[src/hw/cpu_isa_pkg.sv]
// SM83 instruction encodings: opcode field views, register index, ALU ops,
// F flag positions, and the decode and execute stage payloads

package cpu_isa_pkg;

  // octal view of an opcode byte, x|y|z
  typedef struct packed {
    logic [1:0] x;
    logic [2:0] y;
    logic [2:0] z;
  } op_xyz_t;

  // same byte with y split into p|q
  typedef struct packed {
    logic [1:0] x;
    logic [1:0] p;
    logic       q;
    logic [2:0] z;
  } op_xpqz_t;

  typedef union packed {
    op_xyz_t  xyz;
    op_xpqz_t xpqz;
  } opcode_u;

  // SM83 register order, index 6 is the (HL) slot
  typedef enum logic [2:0] {
    REG_B      = 3'd0,
    REG_C      = 3'd1,
    REG_D      = 3'd2,
    REG_E      = 3'd3,
    REG_H      = 3'd4,
    REG_L      = 3'd5,
    REG_HL_IND = 3'd6,
    REG_A      = 3'd7
  } reg_idx_t;

  typedef enum logic [3:0] {
    ALU_ADD,
    ALU_SUB,
    ALU_AND,
    ALU_XOR,
    ALU_OR,
    ALU_CP,
    ALU_INC,
    ALU_DEC,
    ALU_PASS
  } alu_op_t;

  // bit positions in F, low nibble reads as zero
  localparam int FLAG_Z = 7;
  localparam int FLAG_N = 6;
  localparam int FLAG_H = 5;
  localparam int FLAG_C = 4;

  // decode -> execute
  typedef struct packed {
    alu_op_t    alu;
    reg_idx_t   dst;
    reg_idx_t   src;
    logic       imm_valid;
    logic [7:0] imm;
    logic       mem_rd;
    logic       mem_wr;
  } uop_t;

  // execute -> result
  typedef struct packed {
    reg_idx_t   dst;
    logic       we;
    logic [7:0] value;
    logic [7:0] f;
    logic       f_we;
    logic       mem_rd;
    logic       mem_wr;
  } exec_res_t;

endpackage

[src/hw/sm83_execute.sv]
// operand select with bypassed reads, SM83 ALU and flag logic,
// and the register into the result stage

`timescale 1ns/100ps

module sm83_execute
  import cpu_isa_pkg::*;
(
  input  logic       clock,
  input  logic       arst_n,
  input  uop_t       uop,
  input  logic       uop_valid,
  input  logic [7:0] rd_a,
  input  logic [7:0] rd_src,
  input  logic [7:0] f_in,
  input  logic       bus_busy,
  output reg_idx_t   rd_src_idx,
  output logic       exec_stall,
  output exec_res_t  res,
  output logic       res_valid
);

  logic [7:0] op_a;
  logic [7:0] op_b;
  logic [7:0] alu_r;
  logic [8:0] sum9;
  logic [4:0] sum5;
  logic [8:0] diff9;
  logic       fz, fn, fh, fc;
  logic       mem_wait;
  exec_res_t  res_d;

  assign rd_src_idx = uop.src;

  // A is the left operand, right operand from imm or the source register
  assign op_a = rd_a;
  assign op_b = uop.imm_valid ? uop.imm : rd_src;

  assign sum9  = {1'b0, op_a} + {1'b0, op_b};
  assign sum5  = {1'b0, op_a[3:0]} + {1'b0, op_b[3:0]};
  assign diff9 = {1'b0, op_a} - {1'b0, op_b};

  // an (HL) op waiting in result blocks the next op until its access is done
  assign mem_wait   = res_valid && (res.mem_rd || res.mem_wr);
  assign exec_stall = bus_busy || mem_wait;

  always_comb
  begin
    alu_r = op_b;
    fn    = 1'b0;
    fh    = 1'b0;
    // INC and DEC leave carry alone
    fc    = f_in[FLAG_C];
    case (uop.alu)
      ALU_ADD:
      begin
        alu_r = sum9[7:0];
        fh    = sum5[4];
        fc    = sum9[8];
      end
      ALU_SUB, ALU_CP:
      begin
        alu_r = diff9[7:0];
        fn    = 1'b1;
        fh    = (op_a[3:0] < op_b[3:0]);
        fc    = diff9[8];
      end
      ALU_AND:
      begin
        alu_r = op_a & op_b;
        fh    = 1'b1;
        fc    = 1'b0;
      end
      ALU_XOR:
      begin
        alu_r = op_a ^ op_b;
        fc    = 1'b0;
      end
      ALU_OR:
      begin
        alu_r = op_a | op_b;
        fc    = 1'b0;
      end
      ALU_INC:
      begin
        alu_r = op_b + 8'd1;
        fh    = (op_b[3:0] == 4'hF);
      end
      ALU_DEC:
      begin
        alu_r = op_b - 8'd1;
        fn    = 1'b1;
        fh    = (op_b[3:0] == 4'h0);
      end
      default:
        alu_r = op_b;
    endcase
    fz = (alu_r == 8'h00);
  end

  always_comb
  begin
    res_d.dst    = uop.dst;
    // CP and stores leave the register file alone
    res_d.we     = (uop.alu != ALU_CP) && !uop.mem_wr;
    res_d.value  = alu_r;
    res_d.f      = {fz, fn, fh, fc, 4'h0};
    res_d.f_we   = (uop.alu != ALU_PASS);
    res_d.mem_rd = uop.mem_rd;
    res_d.mem_wr = uop.mem_wr;
  end

  always_ff @(posedge clock or negedge arst_n)
  begin
    if (!arst_n)
      res_valid <= 1'b0;
    else if (!bus_busy)
      res_valid <= uop_valid && !mem_wait;
  end

  always_ff @(posedge clock)
  begin
    if (!exec_stall && uop_valid)
      res <= res_d;
  end

  // decode never marks one op as both load and store
  a_one_dir : assert property (@(posedge clock) disable iff (!arst_n)
    uop_valid |-> !(uop.mem_rd && uop.mem_wr));

endmodule

[config.mk]
export PLATFORM = sky130hd
export DESIGN_NAME = sm83_execute
export DESIGN_NICKNAME = d
export VERILOG_FILES = /design/src/hw/cpu_isa_pkg.sv /design/src/hw/sm83_execute.sv
export SDC_FILE = /design/constraint.sdc
export NUM_CORES = 1
export LEC_CHECK = 0
export ABC_CLOCK_PERIOD_IN_PS = 4550
export BUFFER_PORTS_ARGS = -buffer_cell sky130_fd_sc_hd__buf_4
export CAP_MARGIN = 20
export CORE_MARGIN = 2
export CORE_UTILIZATION = 40
export DETAILED_ROUTE_END_ITERATION = 10
export GPL_TIMING_DRIVEN = 0
export PLACE_DENSITY_LB_ADDON = 0.2
export SETUP_SLACK_MARGIN = 0.3
export SYNTH_ARGS = -nofsm -noshare
export SYNTH_HDL_FRONTEND = slang
export SYNTH_SLANG_ARGS = --single-unit
[constraint.sdc]
create_clock -name clock -period 4.55 [get_ports clock]
set_input_delay 0.455 -clock clock [delete_from_list [all_inputs] [get_ports clock]]
set_output_delay 0.455 -clock clock [all_outputs]
set_load 0.03 [all_outputs]
======== After elaboration in Yosys (flattened, before gate mapping) ========
Index checks and enable logic that the tools add are counted.
word-level totals
  latch bits .............................. 0
  memories kept ........................... 0
  ROM bits ................................ 0
  register bits ........................... 20
  bits in writable memories ............... 0
operators by class
  bitwise gates (word level) .............. 3
  $lt $le $gt $ge ......................... 1
  reduce and logical (&&, ||, !) cells .... 15
  add/sub/neg operators ................... 5
  multiply operators ...................... 0
  shifts and indexed selects .............. 0
  mux-type cells .......................... 5
  eq/ne operators ......................... 10
  div/mod/pow operators ................... 0
operators with widths
  kind                                              number
  one-hot mux 8 bit (7 select lines)                1
  == test 4 x 3 -> 1 bit, second input constant     4
  adder 8 x 8 -> 9 bit                              1
  subtractor 8 x 8 -> 9 bit                         1
  adder 8 x 1 -> 8 bit, second input constant       1
  AND 8 bit                                         1
  == test 4 x 2 -> 1 bit, second input constant     2
  zero test 4 bit                                   2
  zero test 8 bit                                   1
  two-way mux 8 bit                                 1
  bitwise OR 8 bit                                  1
  subtractor 8 x 1 -> 8 bit, second input constant  1
  bitwise XOR 8 bit                                 1
  OR reduction 3 bit                                2
  adder 4 x 4 -> 5 bit                              1
  one-hot mux 1 bit (5 select lines)                1
  == test 4 x 1 -> 1 bit, second input constant     1
  == test 4 bit, second input constant              1
  logical AND 1 bit                                 4
  < comparator 4 bit                                1
  != test 4 x 3 -> 1 bit, second input constant     1
  != test 4 bit, second input constant              1
  zero test 1 bit                                   3
  one-hot mux 1 bit (3 select lines)                1
  other kinds (3)                                   4

======== Longest topological paths before layout ========
  depth in word-level cells ............... 5
  gate-level depth with buffers ........... 13
  gate-level depth less buffers ........... 12

======== Least setup slack after synthesis ========
Ideal clock, no wire load.
  path type ............................... input to register
  from .................................... input port uop[10] in the netlist's numbering
  to ...................................... register res[10] in the netlist's numbering, data pin
  stages on the path ...................... 12
  setup time .............................. 0.184 ns
  arrival ................................. 3.289 ns
  slack ................................... 1.077 ns
  cell sequence ........................... buf_6 -> mux2i_2 -> inv_1 -> ha_1 -> fa_1 -> nor3_1 -> nor3_2 -> xnor2_1 -> a21oi_1 -> a32oi_2 -> or4_4 -> a2111oi_4
between the ends
  longest elaborated chain between the ends .. 4
RTL lines
  element                                            RTL line             text
  start, declared                                    sm83_execute.sv:11   input uop_t uop,
  two-way mux 8 bit (*)                              sm83_execute.sv:37   assign op_b = uop.imm_valid ? uop.imm : rd_src;
  subtractor 8 x 1 -> 8 bit (tied with other cells)  sm83_execute.sv:91   alu_r = op_b - 8'd1;
  one-hot mux 8 bit (7 select lines) (*)             sm83_execute.sv:54   case (uop.alu)
  via alu_r[4]                                       sm83_execute.sv:25   logic [7:0] alu_r;
  zero test 8 bit (*)                                sm83_execute.sv:98   fz = (alu_r == 8'h00);
  via fz                                             sm83_execute.sv:29   logic fz, fn, fh, fc;
  end signal, assigned                               sm83_execute.sv:124  res <= res_d;
  end, declared                                      sm83_execute.sv:19   output exec_res_t res,
Mark *: on every way through the listed nets, which the timed path passes. The rest lies on a longest branch.
A chain may end at the register's enable or synchronous reset.

======== Worst setup path after layout ========
Same ends and word-level chain as after synthesis.

==> results.sh <==
export IMPL_vias_per_cell=5.73
export IMPL_wl_per_cell_um=16.1
export IMPL_antenna_left=0
export IMPL_seq_power_share_pct=32.1
export IMPL_required_ns=4.61
export IMPL_slew_headroom_pct=44.6
export IMPL_grt_max_degree=21
export IMPL_dieArea_mm2=0.00743
export IMPL_r2r_start="res[0]$_DFFE_PP_"
export IMPL_wirelength_um=7170
export IMPL_max_cap_viol_count=0
export IMPL_synth_cell_type_count=75
export IMPL_sw_frac_of_total_pct=36.3
export IMPL_combPwrFrac_pct=49.1
export IMPL_rows=29
export IMPL_synth_top_area_share_pct=21.1
export IMPL_dp_hpwl_um=5830
export IMPL_p_leak_uw=0.00149
export IMPL_synth_area_mm2=0.00270
export IMPL_fin_crit_sh_pct=80.9
export IMPL_io_buffers=60
export IMPL_synth_edff_count=19
export IMPL_intPower_uw=433
export IMPL_power_switching_uw=247
export IMPL_setup_viol=0
export IMPL_tightest_slew_ns=0.832
export IMPL_reg2reg_to="res[22]$_DFFE_PP_"
export IMPL_syn2layout_area_growth_pct=23.1
export IMPL_dieHeight_um=86.2
export IMPL_hold_depth=1
export IMPL_ys_warn_count=0
export IMPL_avgSynthCellArea_um2=8.98
export IMPL_n_fill_cell=626
export IMPL_ys_top_cells_by_area="edfxtp_1, ha_1, inv_1"
export IMPL_rsz0062_at_grt="no"
export IMPL_yosys_top_cells_count="ha_1, inv_1, edfxtp_1, nor2_1, a21oi_1"
export IMPL_fmax_mhz=272
export IMPL_core_mm2=0.00646
export IMPL_clockRootBuffer="clkbuf_8"
export IMPL_path_class="input port to register"
export IMPL_drc_errors=1
export IMPL_outcome="finished with violations"
export IMPL_crit_path_cell_trace="buf_6 > mux2i_2 > inv_1 > ha_1 > fa_1 > nor3_1 > nor3_2 > xnor2_1 > a21oi_1 > a32oi_2 > or4_4 > a2111oi_4"
export IMPL_cp_end_kind="register"
export IMPL_antenna_found_initial=0
export IMPL_synth_area_leader_cell="edfxtp_1"
export IMPL_synth_ff_type="edfxtp_1"
export IMPL_hold_path_class="input port to register"
export IMPL_grt_overflow=0
export IMPL_num_vias=2554
export IMPL_setup_ws_ns=0.867
export IMPL_insertion_delay_ns=0.25
export IMPL_timing_hold_worst_start="uop[1]"
export IMPL_nNetsFinal=451
export IMPL_drive_above_1_share_pct=29.0
export IMPL_grt_pass1_vias=2353
export IMPL_final_hold_viol_count=0
export IMPL_clock_path_buffers=2
export IMPL_cts_tree="yes"
export IMPL_ys_ff_latch=20
export IMPL_start_util_pct=41.8
export IMPL_grt_total_usage_pct=19.1
export IMPL_synthArstFlopShare_pct=5.00
export IMPL_path_clk_slew_ns=0.07
export IMPL_post_route_min_period_ns=3.68
export IMPL_globalplace_congestion=0.852
export IMPL_critPathLaunchType="input port"
export IMPL_die_w_um=86.2
export IMPL_yosysSeqAreaShare_pct=22.0
export IMPL_io_pins=77
export IMPL_crit_start="uop[10]"
export IMPL_holdPathEnd="res[1]$_DFFE_PP_"
export IMPL_fin_setup_tns_ns=0
export IMPL_grt_pass1_wl_um=11600
export IMPL_rrSetupSlack_ns=2.79
export IMPL_critPathMaxStageDelay_ns=0.54
export IMPL_cts_buffers=3
export IMPL_n_antenna_cell=0
export IMPL_clkPwrFrac_pct=18.7
export IMPL_first_pass_iters=8
export IMPL_skew_ns=0.00236
export IMPL_htree_levels=1
export IMPL_drt_iter0_drc=124
export IMPL_reg2reg_depth=3
export IMPL_violations="design-rule violations"
export IMPL_cp_arrival_ns=3.74
export IMPL_syn_inst=301
export IMPL_p_per_area_mw_per_mm2=204
export IMPL_cts_setup_buffers=0
export IMPL_cts_num_sinks=20
export IMPL_crit_path_max_fanout=8
export IMPL_slew_viol_final=0
export IMPL_pre_cts_slack_ns=0.630
export IMPL_critical_path_slowest_cell="or4_4"
export IMPL_vdd_drop_max_mv=0.0964
-- timing repair --
action | in CTS | in global routing
gates resized for setup | 0 | 0
hold buffers | 1 | 0
endpoints found under the hold margin | 1 | 0
-- worst max-delay path by stage --
stage	slack, ns	endpoint	cells past startpoint
global placement	0.62	res[10]$_DFFE_PP_	12
global route	0.68	res[10]$_DFFE_PP_	12
detailed placement	0.63	res[10]$_DFFE_PP_	12
CTS	0.87	res[10]$_DFFE_PP_	12
finish	0.87	res[10]$_DFFE_PP_	12
floorplan	1.08	res[10]$_DFFE_PP_	12
-- cells by family after synthesis --
family | count (synthesis) | share of synthesized area, %
compound gates | 80 | 22.9
mux | 15 | 7.64
fa+ha+maj | 33 | 15.7
other cells | 1 | 0.139
xor+xnor | 8 | 2.59
buf+inv | 55 | 9.58
flops | 20 | 22.0
simple gates | 89 | 19.4
-- power groups by stage --
stage	clock network [uW]	registers [uW]	logic, uW
floorplan	0	242	212
global placement	0	222	326
detailed placement	0	223	330
CTS	133	219	332
global route	139	219	366
finish	127	219	334
-- layout by cell type, fill, tap and decap left out, drive strengths merged, types with 3 or more instances in the layout --
master	instances
xnor2	7
nand2b	4
and3	3
nand3	7
o221ai	4
edfxtp	19
nor3	6
o22ai	3
nor2b	6
inv	34
a31oi	5
o21a	5
clkbuf	8
nor3b	7
nand2	10
buf	77
conb	4
a21oi	18
o31ai	3
mux2i	12
a211oi	3
o21ai	6
or3b	3
and2	3
nor2	19
ha	30
or3	6
a21o	7
or4	3
nand4	7
-- sequential cells by signal, indices dropped and copies added (netlist names) --
register / count
res: 19
res_valid: 1
-- per-stage QoR --
stage                     power [uW]  area (um^2)  hold slack [ns]  utilization (%)  std cells
final                            680         3330            0.382             51.5        446
after global routing             724         3330            0.373             51.5        446
after CTS                        683         3330            0.374             51.5        446
after detailed placement         552         3260            0.233             50.5        441
after global placement           548         3260            0.232             50.5        441
after floorplan                  454         2710            0.159                -        304
-- cell type report --
class	instances	area, um^2	area share [%]
repair buffers	61	460	13.8
multi-input cells	229	1860	55.9
flip-flops and latches	20	596	17.9
clock buffers	4	55.1	1.66
well taps	77	96.3	2.90
inverters	34	130	3.91
plain buffers	21	129	3.88
-- metal layers --
metal,wire length [um],GRT usage (%)
met2,3470,33.3
met1,3220,26.3
met5,0,0
met3,448,1.14
met4,25,3.84
-- critical path: cells and delay by family --
family	cells	cell delay (ns)
xor gates and xnor gates	1	0.14
muxes	1	0.39
adders and majority gates	2	0.68
and+or+nand+nor	3	1.02
buffers and inverters	2	0.39
AOI/OAI and AO/OA	3	0.66
Note: power is estimated with default switching activity, not from simulation.
