==> src/hw/board_bus_pkg.sv <==
// board memory map and the request word each bus master drives

package board_bus_pkg;

  // A[14] set selects work RAM, clear selects cartridge ROM
  localparam int WRAM_SEL_BIT = 14;

  localparam int WRAM_DEPTH = 8192;
  localparam int ROM_DEPTH  = 32768;

  // first opcode fetch address
  localparam logic [15:0] RESET_PC = 16'h0000;

  // one bus master's request for the current cycle
  typedef struct packed {
    logic [15:0] addr;
    logic [7:0]  wdata;
    logic        rd;
    logic        wr;
  } mem_req_t;

endpackage

==> src/hw/cpu_isa_pkg.sv <==
// SM83 instruction encodings: opcode field views, register index, ALU ops,
// F flag positions, and the decode and execute stage payloads

package cpu_isa_pkg;

  // octal view of an opcode byte, x|y|z
  typedef struct packed {
    logic [1:0] x;
    logic [2:0] y;
    logic [2:0] z;
  } op_xyz_t;

  // same byte with y split into p|q
  typedef struct packed {
    logic [1:0] x;
    logic [1:0] p;
    logic       q;
    logic [2:0] z;
  } op_xpqz_t;

  typedef union packed {
    op_xyz_t  xyz;
    op_xpqz_t xpqz;
  } opcode_u;

  // SM83 register order, index 6 is the (HL) slot
  typedef enum logic [2:0] {
    REG_B      = 3'd0,
    REG_C      = 3'd1,
    REG_D      = 3'd2,
    REG_E      = 3'd3,
    REG_H      = 3'd4,
    REG_L      = 3'd5,
    REG_HL_IND = 3'd6,
    REG_A      = 3'd7
  } reg_idx_t;

  typedef enum logic [3:0] {
    ALU_ADD,
    ALU_SUB,
    ALU_AND,
    ALU_XOR,
    ALU_OR,
    ALU_CP,
    ALU_INC,
    ALU_DEC,
    ALU_PASS
  } alu_op_t;

  // bit positions in F, low nibble reads as zero
  localparam int FLAG_Z = 7;
  localparam int FLAG_N = 6;
  localparam int FLAG_H = 5;
  localparam int FLAG_C = 4;

  // decode -> execute
  typedef struct packed {
    alu_op_t    alu;
    reg_idx_t   dst;
    reg_idx_t   src;
    logic       imm_valid;
    logic [7:0] imm;
    logic       mem_rd;
    logic       mem_wr;
  } uop_t;

  // execute -> result
  typedef struct packed {
    reg_idx_t   dst;
    logic       we;
    logic [7:0] value;
    logic [7:0] f;
    logic       f_we;
    logic       mem_rd;
    logic       mem_wr;
  } exec_res_t;

endpackage

==> src/hw/sm83_decode.sv <==
// opcode and immediate fetch, micro-op decode, JP and HALT handling

`timescale 1ns/100ps

module sm83_decode
  import cpu_isa_pkg::*;
  import board_bus_pkg::*;
(
  input  logic        clock,
  input  logic        arst_n,
  input  logic [7:0]  Di,
  input  logic        bus_busy,
  input  logic        exec_stall,
  output mem_req_t    fetch_req,
  output uop_t        uop,
  output logic        uop_valid,
  output logic [15:0] pc,
  output logic        halt_seen
);

  typedef enum logic [2:0] {
    S_START,
    S_OPCODE,
    S_IMM_LO,
    S_IMM_HI,
    S_HALT
  } dec_state_t;

  dec_state_t  st_q, st_d;
  logic [15:0] pc_q, pc_d;
  opcode_u     op_in;
  opcode_u     op_q;
  logic [7:0]  imm_lo_q;
  logic        fetch_en;
  logic        issue;
  uop_t        uop_d;

  // current byte seen through both field views
  assign op_in = Di;

  // no fetch while result owns the bus or execute is full
  assign fetch_en = (st_q != S_START) && (st_q != S_HALT) && !bus_busy && !exec_stall;

  assign fetch_req.addr  = pc_q;
  assign fetch_req.wdata = 8'h00;
  assign fetch_req.rd    = fetch_en;
  assign fetch_req.wr    = 1'b0;

  assign pc        = pc_q;
  assign halt_seen = (st_q == S_HALT);

  always_comb
  begin
    st_d          = st_q;
    pc_d          = pc_q;
    issue         = 1'b0;
    uop_d         = '0;
    uop_d.alu     = ALU_PASS;
    uop_d.src     = REG_A;
    if (fetch_en)
    begin
      pc_d = pc_q + 16'd1;
      case (st_q)
        S_OPCODE:
        begin
          case (op_in.xyz.x)
            2'd0:
            begin
              // LD r,d8 needs one more byte
              if (op_in.xyz.z == 3'd6 && op_in.xyz.y != 3'd6)
                st_d = S_IMM_LO;
              else if ((op_in.xyz.z == 3'd4 || op_in.xyz.z == 3'd5) && op_in.xyz.y != 3'd6)
              begin
                // INC r / DEC r, z[0] picks DEC
                issue     = 1'b1;
                uop_d.alu = op_in.xyz.z[0] ? ALU_DEC : ALU_INC;
                uop_d.dst = reg_idx_t'(op_in.xyz.y);
                uop_d.src = reg_idx_t'(op_in.xyz.y);
              end
            end
            2'd1:
            begin
              if (op_in.xyz.y == 3'd6 && op_in.xyz.z == 3'd6)
                st_d = S_HALT;
              else if (op_in.xpqz.p == 2'd3 && !op_in.xpqz.q && op_in.xpqz.z == 3'd7)
              begin
                // LD (HL),A
                issue        = 1'b1;
                uop_d.dst    = REG_A;
                uop_d.mem_wr = 1'b1;
              end
              else if (op_in.xpqz.p == 2'd3 && op_in.xpqz.q && op_in.xpqz.z == 3'd6)
              begin
                // LD A,(HL)
                issue        = 1'b1;
                uop_d.dst    = REG_A;
                uop_d.mem_rd = 1'b1;
              end
              else if (op_in.xyz.y != 3'd6 && op_in.xyz.z != 3'd6)
              begin
                issue     = 1'b1;
                uop_d.dst = reg_idx_t'(op_in.xyz.y);
                uop_d.src = reg_idx_t'(op_in.xyz.z);
              end
            end
            2'd2:
            begin
              // ALU A,r; ADC, SBC and (HL) operand fall through as NOP
              uop_d.dst = REG_A;
              uop_d.src = reg_idx_t'(op_in.xyz.z);
              issue     = (op_in.xyz.z != 3'd6);
              case (op_in.xyz.y)
                3'd0: uop_d.alu = ALU_ADD;
                3'd2: uop_d.alu = ALU_SUB;
                3'd4: uop_d.alu = ALU_AND;
                3'd5: uop_d.alu = ALU_XOR;
                3'd6: uop_d.alu = ALU_OR;
                3'd7: uop_d.alu = ALU_CP;
                default: issue = 1'b0;
              endcase
            end
            default:
            begin
              // JP a16 only
              if (op_in.xpqz.p == 2'd0 && !op_in.xpqz.q && op_in.xpqz.z == 3'd3)
                st_d = S_IMM_LO;
            end
          endcase
        end
        S_IMM_LO:
        begin
          if (op_q.xyz.x == 2'd0)
          begin
            issue           = 1'b1;
            uop_d.dst       = reg_idx_t'(op_q.xyz.y);
            uop_d.imm_valid = 1'b1;
            uop_d.imm       = Di;
            st_d            = S_OPCODE;
          end
          else
            st_d = S_IMM_HI;
        end
        S_IMM_HI:
        begin
          // jump target, high byte on the bus now
          pc_d = {Di, imm_lo_q};
          st_d = S_OPCODE;
        end
        default:
          st_d = st_q;
      endcase
    end
    else if (st_q == S_START)
      st_d = S_OPCODE;
  end

  always_ff @(posedge clock or negedge arst_n)
  begin
    if (!arst_n)
    begin
      st_q      <= S_START;
      pc_q      <= RESET_PC;
      uop_valid <= 1'b0;
    end
    else
    begin
      st_q <= st_d;
      pc_q <= pc_d;
      // hold the issued op until execute takes it
      if (!exec_stall)
        uop_valid <= issue;
    end
  end

  // byte collectors and the uop payload
  always_ff @(posedge clock)
  begin
    if (fetch_en && st_q == S_OPCODE)
      op_q <= op_in;
    if (fetch_en && st_q == S_IMM_LO)
      imm_lo_q <= Di;
    if (!exec_stall && issue)
      uop <= uop_d;
  end

  // a stalled uop is presented again unchanged
  a_uop_hold : assert property (@(posedge clock) disable iff (!arst_n)
    uop_valid && exec_stall |=> uop_valid && $stable(uop));

endmodule

==> config.mk <==
export PLATFORM = sky130hd
export DESIGN_NAME = sm83_decode
export DESIGN_NICKNAME = d
export VERILOG_FILES = /design/src/hw/board_bus_pkg.sv /design/src/hw/cpu_isa_pkg.sv /design/src/hw/sm83_decode.sv
export SDC_FILE = /design/constraint.sdc
export NUM_CORES = 1
export LEC_CHECK = 0
export BUFFER_PORTS_ARGS = -buffer_cell sky130_fd_sc_hd__buf_2
export CORE_MARGIN = 8
export CORE_UTILIZATION = 40
export DETAILED_ROUTE_END_ITERATION = 8
export PLACE_DENSITY = 0.66
export RECOVER_POWER = 50
export SLEW_MARGIN = 30
export SYNTH_ARGS = -nofsm -noshare
export SYNTH_HDL_FRONTEND = slang
export SYNTH_SLANG_ARGS = --single-unit
==> constraint.sdc <==
create_clock -name clock -period 5.9 [get_ports clock]
set_input_delay 0.295 -clock clock [delete_from_list [all_inputs] [get_ports clock]]
set_output_delay 0.295 -clock clock [all_outputs]
set_load 0.01 [all_outputs]
### After elaboration in Yosys (flattened, before gate mapping)

Cells that the tools add are included.

| word-level totals | value |
|---|---|
| register bits after elaboration | 57 |
| input bits | 12 |
| output and inout bits | 65 |
| word-level logic and storage cells | 112 |

| cells by class | value |
|---|---|
| $add $sub $neg | 1 |
| eq/ne operators | 25 |
| mux-type cells | 37 |
| bitwise gates (word level) | 3 |
| reductions and logical operators | 34 |

Operators by type and width:

| cell | number |
|---|---|
| 2-to-1 mux 3 bit | 10 |
| equality test 3 bit (second input constant) | 9 |
| one-hot mux 4 bit (6 select lines) | 1 |
| 2-to-1 mux 10 bit | 2 |
| one-hot mux 3 bit (3 select lines) | 2 |
| one-hot mux 6 bit (3 select lines) | 1 |
| adder 16 x 1 -> 16 bit (second input constant) | 1 |
| logical AND 1 bit | 16 |
| 2-to-1 mux 16 bit | 1 |
| equality test 3 x 2 -> 1 bit (second input constant) | 4 |
| 2-to-1 mux 1 bit | 12 |
| 2-to-1 mux 6 bit | 2 |
| != test 3 bit (second input constant) | 4 |
| 2-to-1 mux 9 bit | 1 |
| != test 4 bit (second input constant) | 2 |
| one-hot mux 4 bit (2 select lines) | 1 |
| logical NOT 2 bit | 3 |
| logical NOT 3 bit | 2 |
| one-hot mux 3 bit (2 select lines) | 1 |
| AND reduction 6 bit | 1 |
| OR reduction 6 bit | 1 |
| != test 5 x 3 -> 1 bit (second input constant) | 1 |
| OR reduction 5 bit | 1 |
| equality test 2 bit (second input constant) | 2 |
| 14 further kinds | 19 |

### Logic depth before layout (Yosys ltp)

| depth | value |
|---|---|
| depth in word-level cells | 10 |
| depth in mapped cells | 7 |
| gate-level depth less buffers | 6 |

### Least setup slack after synthesis

OpenSTA, ideal clock, no wires.

| timing path | value |
|---|---|
| path type | register to register |
| start point | register st_q[0] |
| end point | register uop[0] (netlist name), enable pin |
| library setup time | 0.381 ns |
| arrival | 2.311 ns |
| data required time | 5.519 ns |
| slack | 3.208 ns |
| stages on the path, launching flop included | 6 |
| path buffers | 2 |
| clock period less this slack | 2.692 ns |
| cells stage by stage | dfrtp_1 > clkbuf_1 > nor4_2 > and2_1 > buf_2 > nand2b_1 |

| between the ends | value |
|---|---|
| longest elaborated chain between the ends | 6 |
| elaborated cells on any way between the ends | 10 |
| classes of those cells | eq/ne (3); mux (2); reduce/logical (5) |

RTL lines:

| element | line | source |
|---|---|---|
| start, declared | sm83_decode.sv:29 | `dec_state_t st_q, st_d;` |
| start signal, assigned | sm83_decode.sv:167 | `st_q <= st_d;` |
| != test 3 bit or nonzero test 3 bit (tied branches) | sm83_decode.sv:42 | `assign fetch_en = (st_q != S_START) && (st_q != S_HALT) && !bus_busy && !exec_stall;` |
| logical AND 1 bit (3 in series) | sm83_decode.sv:42 |  |
| 2-to-1 mux 1 bit (*) | sm83_decode.sv:60 | `if (fetch_en)` |
| logical AND 1 bit (*) | sm83_decode.sv:182 | `if (!exec_stall && issue)` |
| end signal, assigned | sm83_decode.sv:183 | `uop <= uop_d;` |
| end, declared | sm83_decode.sv:15 | `output uop_t uop,` |

Every way passes the cells marked *; elsewhere a longest branch is shown, timed or not.
A chain may end at the register's enable or synchronous reset.

### Final worst setup path

| timing path | value |
|---|---|
| start point | input port Di[7] |
| end point | register uop[4] (netlist name), enable pin |

| between the ends | value |
|---|---|
| longest elaborated chain between the ends | 5 |
| elaborated cells on any way between the ends | 7 |
| classes of those cells | eq/ne (2); mux (3); reduce/logical (2) |

RTL lines:

| element | line | source |
|---|---|---|
| start, declared | sm83_decode.sv:11 | `input logic [7:0] Di,` |
| equality test 2 bit, or another cell as far along | sm83_decode.sv:66 | `case (op_in.xyz.x)` |
| one-hot mux 1 bit (3 select lines) (*) | sm83_decode.sv:66 |  |
| one-hot mux 1 bit (2 select lines) (*) | sm83_decode.sv:63 | `case (st_q)` |
| 2-to-1 mux 1 bit (*) | sm83_decode.sv:60 |  |
| logical AND 1 bit (*) | sm83_decode.sv:182 |  |

Marks and branches as above.

==> results.yml <==
status:
  status: "complete, no violations"
worst_setup_path:
  crit_top_cell: "o21ai_0"
  cp_data_required_time_ns: 5.86
  r2r-start: "st_q[2]"
  cp.arrival_ns: 2.16
  worstPathMaxFanout: 21
  critPathMaxStageDelay_ns: 0.45
  setup.worst_path.start_class: "input pin"
  worstPathCellList: "clkbuf_1 -> nor2b_1 -> o21ai_1 -> o21ai_0 -> o21ai_0 -> nand2b_2"
  cp_slowest_cell: "clkbuf_1"
  crit_type: "input pin to flip-flop"
  worstSetupEndpointType: "flip-flop"
  crit_start: "Di[7]"
synthesis:
  yosys-top-cells-area: "edfxtp_1 (35%), dfrtp_1 (17%), buf_4 (6.9%), a21oi_1 (5.6%), nand2_1 (4.2%)"
  synth_cells: 291
  yosysMostFrequentCell: "edfxtp_1"
  synth_warnings: 0
  synth.distinct_cells: 49
  async_flop_share: 0.3704
  syn_area_um2: 2924
  syn_avg_cell_area_um2: 10.05
  synth_top_cell_by_area: "edfxtp_1"
  synthFlopType: "edfxtp_1"
  synth_commonest_cells: "edfxtp_1 (34), a21oi_1 (33), nand2_1 (33)"
  ys_seq_area_frac: 0.5203
  synth_top_area_frac: 0.3492
  synth_edf_count: 34
  ys_ff_latch: 54
drt:
  routed_wl_um: 7268
  avgViaCountPerCell: 5.349
  num_vias: 2332
  route.detailed.drc: 0
  drtIter0Drc: 233
  first_pass_iters: 5
  wire_per_inst_um: 16.67
  final_antenna_net_count: 0
timing:
  relSlewSlack: 0.2123
  finalSetupViolCount: 0
  fin_crit_sh: 0.3716
  finalHoldViolCount: 0
  worst_pin_slew_ns: 1.182
  hold_ws_ns: 0.2509
  max_freq_ghz: 0.4561
  skew_ns: 0.009345
  min_period_ns: 2.193
  tns_ns: 0
  rsz0062_at_grt: "no"
  slew_viol_final: 0
clock_tree:
  cts_buffer_depth: 2
  worstSkewPairLatency_ns: 0.31
  cts_num_sinks: 54
  cts_root_buf: "clkbuf_8"
  ctsHtreeMaxLevel: 2
  post_cts_resized: 0
  cts_hold_repair.buffers: 1
  cts_tree: "yes"
  cts_made_buffers: 5
  post_cts_buffers: 0
  clk_pin_slew_ns: 0.10
cells_and_area:
  design_area_um2: 3199
  area_growth_pct: 9.414
  fillCellCount: 712
  final_util: 0.4459
  final_cells: 436
  n_antenna_cell: 0
  nets: 349
  drive_gt1_frac: 0.08902
power:
  seqPwrFrac: 0.485
  vdd_drop_max_uv: 138.4
  switching_power_mw: 0.4914
  leakage_nw: 1.182
  p_per_area_nw_per_um2: 377.3
  clock_power_share: 0.179
  p_sw_frac: 0.4071
  p_comb_frac: 0.336
  p_int_mw: 0.7157
place:
  postPlaceCellArea_um2: 3166
  numPlacedInstances: 427
  gp_congestion: 0.8573
  hpwl_um: 5035
  numPortBuffers: 67
grt:
  antenna_found_initial: 0
  first_global_vias: 2278
  grt_pass1_wl_um: 11760
  grt_max_degree: 45
  grt_overflow_total: 0
  grt_usage: 0.1449
worst_hold_path:
  min-delay-start: "exec_stall"
  hold_path_class: "input pin to flip-flop"
floorplan:
  start_util: 0.4075
  die_area_um2: 10300
  rows: 31
  die_w_um: 101.5
  boundaryPins: 77
  die_h_um: 101.5
  coreArea_um2: 7176
run:
  maxCapViolations: 0
-- layer usage --
layer | routed length, um | GRT usage | vias up | part of all wire
met5 | 0 | 0 | - | 0
met4 | 108 | 0.05155 | 0 | 0.015
met3 | 614 | 0.03849 | 8 | 0.084
met2 | 3360 | 0.2218 | 103 | 0.46
met1 | 3184 | 0.1918 | 1101 | 0.44
li1 | - | - | 1120 | -
-- power groups by stage --
stage                     combinational (mW)  sequential, mW  clock [mW]
after floorplan                        0.327           0.593           0
after global placement                 0.432           0.585           0
after detailed placement               0.437           0.590           0
after CTS                              0.438           0.582       0.223
after global routing                   0.449           0.603       0.239
final                                  0.406           0.586       0.216
-- worst paths after layout --
check                       endpoint  slack, ns  cells past startpoint
setup / recovery              uop[4]       3.71                      6
hold / removal             uop_valid       0.25                      3
setup reg to reg              uop[4]       3.73                      5
hold reg to reg                pc[0]       0.50                      1
max in group asynchronous      pc[4]       4.46                      2
min in group asynchronous    st_q[2]       0.74                      2
-- critical path: cells and delay by family --
| kind | cells | cell delay, ns |
|---|---|---|
| compound gates | 3 | 0.54 |
| buf+inv | 1 | 0.45 |
| simple gates | 2 | 0.85 |
-- per-stage QoR --
stage	setup WS, ns	total power, mW
final	3.707	1.207
after global routing	3.528	1.290
after detailed placement	3.369	1.027
after CTS	3.369	1.244
after global placement	3.514	1.017
after floorplan	3.208	0.9194
-- flip-flops by register name, indices dropped and copies added (netlist names) --
name       count
uop           21
st_q           3
pc            16
op_q           5
uop_valid      1
imm_lo_q       8
-- cells in the final DEF (no fill, tap or decap), types with 2 or more instances in the layout --
master / count
nor2b_1: 3
clkbuf_8: 5
nor3_1: 5
conb_1: 9
nand3_1: 14
a2bb2oi_1: 5
nor4_2: 2
and2_1: 3
inv_1: 5
o21ai_0: 9
mux2i_1: 2
a31oi_1: 2
edfxtp_1: 34
clkbuf_1: 58
o21ai_1: 8
buf_2: 9
a21oi_1: 33
and4_1: 2
nand4_1: 5
nand2_1: 33
nand3b_1: 2
and3_1: 10
nand2b_1: 5
o22ai_1: 7
dfrtp_1: 20
mux2_1: 2
buf_4: 3
nor2_1: 16
-- area by class of cell --
class                      count  area, um^2  area share
clock buffer                   5       68.82     0.02151
clock inverter                 3       25.02    0.007822
inverter                       6       22.52    0.007039
multi-input combinational    198        1142      0.3571
sequential                    54        1521      0.4756
tap                           99       123.9     0.03872
timing repair buffer          71       295.3     0.09230
-- cells by family (layout without fill, tap and decap cells) --
logic type / after synthesis / in the layout / share of synthesized area
simple gates: 108 / 108 / 0.1956
buf+inv: 47 / 85 / 0.1001
compound gates: 75 / 75 / 0.1600
flops: 54 / 54 / 0.5203
other cells: 1 / 9 / 0.001282
mux: 5 / 5 / 0.01840
fa+ha+maj: 1 / 1 / 0.004278
Power figures use the tool's default switching activity.
