## config.mk

```make
export PLATFORM = sky130hd
export DESIGN_NAME = sm83_result
export DESIGN_NICKNAME = d
export VERILOG_FILES = /design/src/hw/board_bus_pkg.sv /design/src/hw/cpu_isa_pkg.sv /design/src/hw/sm83_result.sv
export SDC_FILE = /design/constraint.sdc
export NUM_CORES = 1
export LEC_CHECK = 0
export BUFFER_PORTS_ARGS = -buffer_cell sky130_fd_sc_hd__buf_2
export CAP_MARGIN = 15
export CELL_PAD_IN_SITES_DETAIL_PLACEMENT = 0
export CELL_PAD_IN_SITES_GLOBAL_PLACEMENT = 1
export CORE_MARGIN = 1.5
export CORE_UTILIZATION = 27
export DETAILED_ROUTE_END_ITERATION = 6
export PLACE_DENSITY = 0.61
export SYNTH_ARGS = -nofsm -noshare
export SYNTH_HDL_FRONTEND = slang
export SYNTH_SLANG_ARGS = --single-unit
```

## constraint.sdc

```tcl
create_clock -name clock -period 5.4 [get_ports clock]
set_clock_uncertainty 0.1 [all_clocks]
set_input_delay 0.54 -clock clock [delete_from_list [all_inputs] [get_ports clock]]
set_output_delay 0.54 -clock clock [all_outputs]
set_load 0.03 [all_outputs]
```

## src/hw/board_bus_pkg.sv

```systemverilog
// board memory map and the request word each bus master drives

package board_bus_pkg;

  // A[14] set selects work RAM, clear selects cartridge ROM
  localparam int WRAM_SEL_BIT = 14;

  localparam int WRAM_DEPTH = 8192;
  localparam int ROM_DEPTH  = 32768;

  // first opcode fetch address
  localparam logic [15:0] RESET_PC = 16'h0000;

  // one bus master's request for the current cycle
  typedef struct packed {
    logic [15:0] addr;
    logic [7:0]  wdata;
    logic        rd;
    logic        wr;
  } mem_req_t;

endpackage

```

## src/hw/cpu_isa_pkg.sv

```systemverilog
// SM83 instruction encodings: opcode field views, register index, ALU ops,
// F flag positions, and the decode and execute stage payloads

package cpu_isa_pkg;

  // octal view of an opcode byte, x|y|z
  typedef struct packed {
    logic [1:0] x;
    logic [2:0] y;
    logic [2:0] z;
  } op_xyz_t;

  // same byte with y split into p|q
  typedef struct packed {
    logic [1:0] x;
    logic [1:0] p;
    logic       q;
    logic [2:0] z;
  } op_xpqz_t;

  typedef union packed {
    op_xyz_t  xyz;
    op_xpqz_t xpqz;
  } opcode_u;

  // SM83 register order, index 6 is the (HL) slot
  typedef enum logic [2:0] {
    REG_B      = 3'd0,
    REG_C      = 3'd1,
    REG_D      = 3'd2,
    REG_E      = 3'd3,
    REG_H      = 3'd4,
    REG_L      = 3'd5,
    REG_HL_IND = 3'd6,
    REG_A      = 3'd7
  } reg_idx_t;

  typedef enum logic [3:0] {
    ALU_ADD,
    ALU_SUB,
    ALU_AND,
    ALU_XOR,
    ALU_OR,
    ALU_CP,
    ALU_INC,
    ALU_DEC,
    ALU_PASS
  } alu_op_t;

  // bit positions in F, low nibble reads as zero
  localparam int FLAG_Z = 7;
  localparam int FLAG_N = 6;
  localparam int FLAG_H = 5;
  localparam int FLAG_C = 4;

  // decode -> execute
  typedef struct packed {
    alu_op_t    alu;
    reg_idx_t   dst;
    reg_idx_t   src;
    logic       imm_valid;
    logic [7:0] imm;
    logic       mem_rd;
    logic       mem_wr;
  } uop_t;

  // execute -> result
  typedef struct packed {
    reg_idx_t   dst;
    logic       we;
    logic [7:0] value;
    logic [7:0] f;
    logic       f_we;
    logic       mem_rd;
    logic       mem_wr;
  } exec_res_t;

endpackage

```

## src/hw/sm83_result.sv

```systemverilog
// register file with bypassed read ports, (HL) bus access
// and writeback of ALU and load results

`timescale 1ns/100ps

module sm83_result
  import cpu_isa_pkg::*;
  import board_bus_pkg::*;
(
  input  logic        clock,
  input  logic        arst_n,
  input  exec_res_t   res,
  input  logic        res_valid,
  input  logic [7:0]  Di,
  input  reg_idx_t    rd_src_idx,
  output mem_req_t    data_req,
  output logic        bus_busy,
  output logic [7:0]  rd_a,
  output logic [7:0]  rd_src,
  output logic [7:0]  f_out,
  output logic [15:0] af,
  output logic [15:0] bc,
  output logic [15:0] de,
  output logic [15:0] hl
);

  logic [7:0] regs [8];
  logic [7:0] f_reg;
  exec_res_t  held;
  logic       held_valid;
  logic       res_is_mem;
  logic       wr_pend;
  logic       f_pend;

  assign res_is_mem = res.mem_rd || res.mem_wr;
  assign wr_pend    = res_valid && res.we && !res_is_mem;
  assign f_pend     = res_valid && res.f_we;

  // read with the pending writeback folded in
  function automatic logic [7:0] read_port(input reg_idx_t idx);
    if (wr_pend && res.dst == idx)
      return res.value;
    return regs[idx];
  endfunction

  always_comb
  begin
    rd_a   = read_port(REG_A);
    rd_src = read_port(rd_src_idx);
    f_out  = f_pend ? {res.f[7:4], 4'h0} : f_reg;
  end

  assign af = {regs[REG_A], f_reg};
  assign bc = {regs[REG_B], regs[REG_C]};
  assign de = {regs[REG_D], regs[REG_E]};
  assign hl = {regs[REG_H], regs[REG_L]};

  // held (HL) op owns the bus for one cycle
  assign bus_busy       = held_valid;
  assign data_req.addr  = hl;
  assign data_req.wdata = held.value;
  assign data_req.rd    = held_valid && held.mem_rd;
  assign data_req.wr    = held_valid && held.mem_wr;

  always_ff @(posedge clock or negedge arst_n)
  begin
    if (!arst_n)
      held_valid <= 1'b0;
    else
      held_valid <= res_valid && res_is_mem && !held_valid;
  end

  always_ff @(posedge clock)
  begin
    if (res_valid && res_is_mem && !held_valid)
      held <= res;
  end

  always_ff @(posedge clock or negedge arst_n)
  begin
    if (!arst_n)
    begin
      for (int i = 0; i < 8; i++)
        regs[i] <= 8'h00;
      f_reg <= 8'h00;
    end
    else
    begin
      if (wr_pend)
        regs[res.dst] <= res.value;
      if (f_pend)
        f_reg <= {res.f[7:4], 4'h0};
      // LD A,(HL) lands at the end of the bus cycle
      if (held_valid && held.mem_rd)
        regs[held.dst] <= Di;
    end
  end

  // programs keep H pointing into work RAM
  a_hl_in_wram : assert property (@(posedge clock) disable iff (!arst_n)
    (data_req.rd || data_req.wr) |-> data_req.addr[WRAM_SEL_BIT]);

endmodule

```

* Yosys cells after proc, flatten, opt, wreduce, memory -nomap -nowiden
Index checks and enable logic that the tools add are counted.
Storage, ports and cells: input port bits 37, register bits 86, word-level logic and storage cells 56, output and inout port bits 115
Operators by class: bitwise logic cells 3, equality and inequality tests 2, multiplexer cells 18, magnitude comparators 5, reduce and logical (&&, ||, !) cells 14
Operators with widths (number):
- $bwmux W64 | 2
- $mux W64 | 2
- $mux W8 | 9
- $demux W8 S3 | 2
- $bmux W8 S3 | 1
- $ge A4 B4 Y1 const B | 3
- $not A3 Y4 | 3
- $logic_and A1 B1 Y1 | 11
- $lt A4 B1 Y1 const B | 2
- $eq A3 B3 Y1 | 1
- $eq A3 B3 Y1 const B | 1
- $logic_not A1 Y1 | 2
- $mux W1 | 2
- $logic_or A1 B1 Y1 | 1

* Logic depth before layout (Yosys ltp)
Gate-level depths: netlist of run 1.
depth in word-level cells 9, gate-level depth with buffers 6, depth with buffers taken out 3

* Worst setup path after synthesis of run 1
OpenSTA, ideal clock, no wires.
kind input to output, start point input rd_src_idx[0], end point output rd_src[0], data required time 4.760 ns, data arrival time 1.846 ns, cell stages on the path 5, setup slack 2.914 ns, buffers on the path 2, cell sequence buf_6 -> buf_12 -> mux4_2 -> mux2_2 -> mux2_4
Between the ends: word-level cells in the longest chain between the ends 5, elaborated cells between the ends (all ways) 8, classes of those cells eq/ne (1); mux (5); bitwise (1); reduce/logical (1)
RTL lines:
- start: declaration | RTL line sm83_result.sv:15 | input reg_idx_t rd_src_idx,
- $not A3 Y4 (not written as such) | RTL line sm83_result.sv:43 | return regs[idx];
- $bmux W8 S3 | RTL line sm83_result.sv:43
- $mux W8 (not written as such) (2 in series) | RTL line sm83_result.sv:43
- $mux W8 * | RTL line sm83_result.sv:43
- end: declaration | RTL line sm83_result.sv:19 | output logic [7:0] rd_src,
Every way passes the cells marked *; elsewhere a longest branch is shown, timed or not. The select of a mux whose other input is x is not followed.

* Final worst setup path of run 1
start point input res[21] (netlist name), end point output rd_a[5]
Between the ends: word-level cells in the longest chain between the ends 4
RTL lines:
- start: declaration | RTL line sm83_result.sv:12 | input exec_res_t res,
- $eq A3 B3 Y1 | RTL line sm83_result.sv:41 | if (wr_pend && res.dst == idx)
- $logic_and A1 B1 Y1 | RTL line sm83_result.sv:41
- $mux W1 | RTL line sm83_result.sv:41
- $mux W8 | RTL line sm83_result.sv:43
- end: declaration | RTL line sm83_result.sv:18 | output logic [7:0] rd_a,
Every way passes these cells.

==> results of run 1 <==
-- logic make-up (layout without fill, tap and decap cells) --
family | after synthesis | count (layout) | share of synthesized area, %
and+or+nand+nor | 188 | 188 | 18.1
buffers and inverters | 152 | 168 | 15.7
AOI/OAI and AO/OA | 139 | 139 | 16.8
DFF | 86 | 86 | 38.0
muxes | 36 | 36 | 11.1
xor gates and xnor gates | 3 | 3 | 0.450
-- final timing paths --
check                          from           end  slack, ns
max                         res[21]       rd_a[5]       2.23
min                          arst_n  data_req[13]       0.27
max reg2reg                held[22]         de[7]       3.28
min reg2reg                f_reg[2]      f_reg[2]       0.41
max in group asynchronous    arst_n      f_reg[3]       4.30
min in group clock           res[8]      f_reg[5]       0.33
-- final cells by class --
type                    instances  share of cell area (%)
clock buffers                  12                    3.88
clock inverters                 4                   0.374
inverters                       1                  0.0591
multi-input cells             366                    43.3
flip-flops and latches         86                    34.9
well taps                     275                    5.42
repair buffers                151                    12.1
-- synth_stat cells, types with 3 or more instances --
cell type  count
clkbuf_1      50
edfxtp_1      13
mux4_2         8
buf_4         80
mux4_1         8
a31oi_1       53
a2bb2oi_1      3
a32oi_1        8
nor3b_1        9
mux2_4         8
or3_1          3
dfrtp_1       73
xnor2_1        3
and3b_1       17
mux2_2        12
and3_1         6
nand2b_1       4
o31ai_1       64
o32a_1         3
nand2_1       16
buf_2          9
a21oi_1        8
nand3_1       56
nor3_1        61
buf_1          9
and2_1         6
-- stage by stage --
step,setup slack (ns),instances
after floorplan,2.91,604
after global placement,2.26,879
final,2.23,895
after detailed placement,2.27,879
after global routing,2.11,895
after CTS,2.27,895
-- layer usage --
layer,vias up,share of wire [%],global-route usage (%)
met5,-,0,0
met4,0,2.5,6.37
met3,29,8.1,4.76
met2,295,45,28.9
met1,2533,45,26.6
li1,2249,-,-
-- critical path, stage by stage --
cell	delay (ns)
buf_2	0.56
nand2_1	0.59
o31ai_1	0.45
nand2_1	0.15
buf_2	0.21
-- power by group through the flow --
| stage | combinational [mW] | sequential (mW) | clock [mW] |
|---|---|---|---|
| floorplan | 1.02 | 0.911 | 0 |
| global placement | 1.12 | 0.983 | 0 |
| detailed placement | 1.13 | 0.986 | 0 |
| CTS | 1.13 | 0.976 | 0.601 |
| global route | 1.19 | 0.996 | 0.629 |
| finish | 1.12 | 0.975 | 0.593 |
==> reports/results.txt, run 1 <==
Final min period: 3.17 ns
HPWL after DPL: 14000 um
RD Place Congestion: 0.768
TritonCTS clock tree: built
worst skew pair latency: 0.35 ns
largest cells by area after synthesis: dfrtp_1, buf_4, o31ai_1
initial antenna violation count: 0
die area: 22500 sq um
Hold-fix buffers, CTS: 0
Multi-input gate area: 2750 sq um
mean post-synth cell area: 9.66 sq um
Register-to-Register Path Depth: 3
syn_nets: 641
Top FF cell, synth: dfrtp_1
DRC violation total after the first TritonRoute iteration: 558
Reg area: 2220 sq um
Crit Path Class: input pin to output port
part of the power in registers: 36.3%
Netlist Area Pre-Place: 5840 sq um
DRC viols: 0
Hold WS: 0.267 ns
Bufs on Longest Clock Path: 2
postcts setup bufs: 0
period utilization: 58.7%
setup TNS: 0 ns
Peak Freq: 0.316 GHz
Row Count: 53
DR vias: 5106
synthesized flop and latch total: 86
synth-to-layout area growth: 8.81%
sequential cell area fraction in the yosys report: 38.0%
Clk pin slew, worst setup/hold paths: 0.07 ns
Ports: 152
final instance area: 6350 sq um
pwr dens: 423 nW/um^2
placed cell areas: 6080 sq um
CP Max Fanout: 38
commonest non-fill, non-tap cell in the layout: buf_2
outcome: completed
Slew @ Worst Pin: 1.15 ns
routed len/inst: 24.0 um
core box area: 21100 sq um
top cell type's share of synthesized area: 31.3%
first-pass GRT wire length: 31500 um
P_sw: 1.19 mW
Pins Over Slew Limit: 0
WP data arrival: 2.53 ns
peak supply drop: 0.000142 V
Critical Path End Type: output port
Pre-antenna DRT Iters: 5
Pint: 1.50 mW
GR Overflow Total: 0
number of port buffers: 147
antenna viol nets, final: 0
Final Util: 30.1%
Sw Ratio: 44.3%
total of max-cap violations: 0
total chip power: 2.68 mW
vias in the first global route: 4887
DR vias/cell: 5.71
max reg flops: 24
most frequent cells in the layout: buf_2, dfrtp_1, o31ai_1
nets@finish: 652
CP Launch Type: input pin
EDFF count, synth: 13
Final setup violation count: 0
root buffer cell: clkbuf_16
largest net degree at the start of global routing: 74
Initial Util: 27.7%
Synth cell types: 36
HP Class: input pin to asynchronous set/reset pin
Comb pwr share: 41.6%
Chip Width: 150 um
# fillers: 2264
Tot GR Track Use: 19.2%
largest area contributor in the netlist: dfrtp_1
final hold violation count: 0
Die Y: 150 um
Num CTS Buffers: 9
Clock power frac: 22.1%
CTS sink cnt: 86
ys async rst share: 84.9%
share of cells above drive strength 1: 32.3%
Post-Synthesis Cells: 604
Rel. slew slack: 23.4%
RSZ-0062 raised after global routing: false
P_leak: 2.47 nW
final WL: 21500 um
Post-CTS Resized: 0
H-tree levels: 3
synth warn: 0
worst endpoint required time: 4.76 ns
# diodes: 0
Power figures use the tool's default switching activity.
==> run 2: changes to the inputs <==
Clock period 5.4 ns to 3.3 ns, I/O delays scaled along.
==> run 2 against run 1 <==
Effect of this change: final cell count is 0.45% higher; first-iteration DRC count is 12% lower; sequential power is 64% higher; critical path depth stayed put; design area is 1.4% higher; hold slack worse by 0.23 ns; setup slack worse by 1.6 ns; routed wire length is 2.5% higher; combinational power is 64% higher; core utilization is 0.42 points higher; flip-flop and latch count stayed put; total power is 71% higher; highest routed layer is now met5.
==> reports/results.txt, run 2 (synthesized netlist as in run 1, its figures left out) <==
initial antenna violation count: 1 (was 0)
final hold violation count: 0 (unchanged)
Post-CTS Resized: 0 (unchanged)
Critical Path End Type: output port (unchanged)
Initial Util: 27.7% (unchanged)
setup TNS: 0 ns (unchanged)
pwr dens: 713 nW/um^2 (was 423 nW/um^2)
worst endpoint required time: 2.87 ns (was 4.76 ns)
Rel. slew slack: 31.8% (was 23.4%)
GR Overflow Total: 0 (unchanged)
largest net degree at the start of global routing: 74 (unchanged)
Ports: 152 (unchanged)
Crit Path Class: input pin to output port (unchanged)
final WL: 22000 um (was 21500 um)
Final setup violation count: 0 (unchanged)
Clk pin slew, worst setup/hold paths: 0.06 ns (was 0.07 ns)
nets@finish: 656 (was 652)
Pins Over Slew Limit: 0 (unchanged)
Hold-fix buffers, CTS: 0 (unchanged)
P_leak: 2.52 nW (was 2.47 nW)
most frequent cells in the layout: buf_2, dfrtp_1, o31ai_1 (unchanged)
Row Count: 53 (unchanged)
synth-to-layout area growth: 10.3% (was 8.81%)
Critical R2R Launch: bus_busy (was held[22])
postcts setup bufs: 0 (unchanged)
Worst R2R End: af[14] (was de[7])
Final min period: 2.65 ns
# diodes: 0 (unchanged)
CTS sink cnt: 86 (unchanged)
Chip Width: 150 um (unchanged)
placed cell areas: 6110 sq um (was 6080 sq um)
root buffer cell: clkbuf_16 (unchanged)
Tot GR Track Use: 19.6% (was 19.2%)
RSZ-0062 raised after global routing: false (unchanged)
Peak Freq: 0.378 GHz
core box area: 21100 sq um (unchanged)
total of max-cap violations: 0 (unchanged)
slack of the worst reg-to-reg path: 1.12 ns (was 3.28 ns)
max reg flops: 24 (unchanged)
final instance area: 6440 sq um (was 6350 sq um)
outcome: completed (unchanged)
HP Class: input pin to asynchronous set/reset pin (unchanged)
antenna viol nets, final: 0 (unchanged)
peak supply drop: 0.000252 V (was 0.000142 V)
Num CTS Buffers: 9 (unchanged)
H-tree levels: 3 (unchanged)
HPWL after DPL: 14600 um (was 14000 um)
RD Place Congestion: 0.802 (was 0.768)
CP Launch Type: input pin (unchanged)
Slew @ Worst Pin: 1.02 ns (was 1.15 ns)
DRC violation total after the first TritonRoute iteration: 491 (was 558)
period utilization: 80.2%
number of port buffers: 147 (unchanged)
worst skew pair latency: 0.35 ns (about the same)
routed len/inst: 24.5 um (was 24.0 um)
Die Y: 150 um (unchanged)
CP Launch Point: rd_src_idx[0] (was res[21])
CP Max Fanout: 17 (was 38)
first-pass GRT wire length: 32300 um (was 31500 um)
DR vias: 5203 (was 5106)
vias in the first global route: 5007 (was 4887)
die area: 22500 sq um (unchanged)
WP data arrival: 2.22 ns (was 2.53 ns)
Pre-antenna DRT Iters: 5 (unchanged)
DRC viols: 0 (unchanged)
TritonCTS clock tree: built (unchanged)
commonest non-fill, non-tap cell in the layout: buf_2 (unchanged)
Register-to-Register Path Depth: 3 (unchanged)
Bufs on Longest Clock Path: 2 (unchanged)
share of cells above drive strength 1: 32.9% (was 32.3%)
DR vias/cell: 5.79 (was 5.71)
==> run 2: worst max path at each step <==
stage	end	slack [ns]	depth (start not counted)
final	rd_src[0]	0.65	5
after global routing	rd_src[0]	0.60	5
after floorplan	data_req[2]	1.14	1
after CTS	rd_src[0]	0.62	5
after global placement	rd_src[6]	0.65	5
after detailed placement	rd_src[0]	0.63	5
==> run 2: per-layer routing <==
layer  track usage (%)  up-vias  part of all wire, %
met5                 0        -                0.045
met4              9.26        2                  3.7
met3              4.02       51                  8.5
met2              28.7      328                   44
met1              27.5     2566                   44
li1                  -     2256                    -
==> run 2: area by class of cell <==
| class | count | area (sq um) |
|---|---|---|
| flip-flops and latches | 86 | 2220 |
| well taps | 275 | 344 |
| clock buffers | 13 | 260 |
| multi-input cells | 366 | 2750 |
| fillers | 2235 | 14700 |
| clock inverters | 3 | 67.6 |
| repair buffers | 155 | 798 |
| inverters | 1 | 3.75 |
==> run 2: power breakdown <==
part | leakage (nW) | internal (mW) | switching, mW
clock network | 0.156 | 0.706 | 0.445
logic | 1.39 | 0.600 | 1.24
registers | 0.972 | 1.32 | 0.280
total | 2.52 | 2.63 | 1.96
==> run 2: critical path, stage by stage <==
cell and delay [ns]:
buf_2 0.44, mux4_1 0.70, mux2_2 0.29, mux2_4 0.26, buf_2 0.18
==> run 2: stage by stage <==
stage	worst slack (ns)	util, %	instances	hold WS [ns]	power (mW)
2_1_floorplan	1.14	-	604	-0.0656	3.15
3_3_place_gp	0.653	29.0	883	0.387	3.44
3_5_place_dp	0.625	29.0	883	0.394	3.47
4_1_cts	0.622	30.5	899	0.0936	4.62
5_1_grt	0.597	30.5	899	0.129	4.78
6_report	0.652	30.5	899	0.0338	4.59
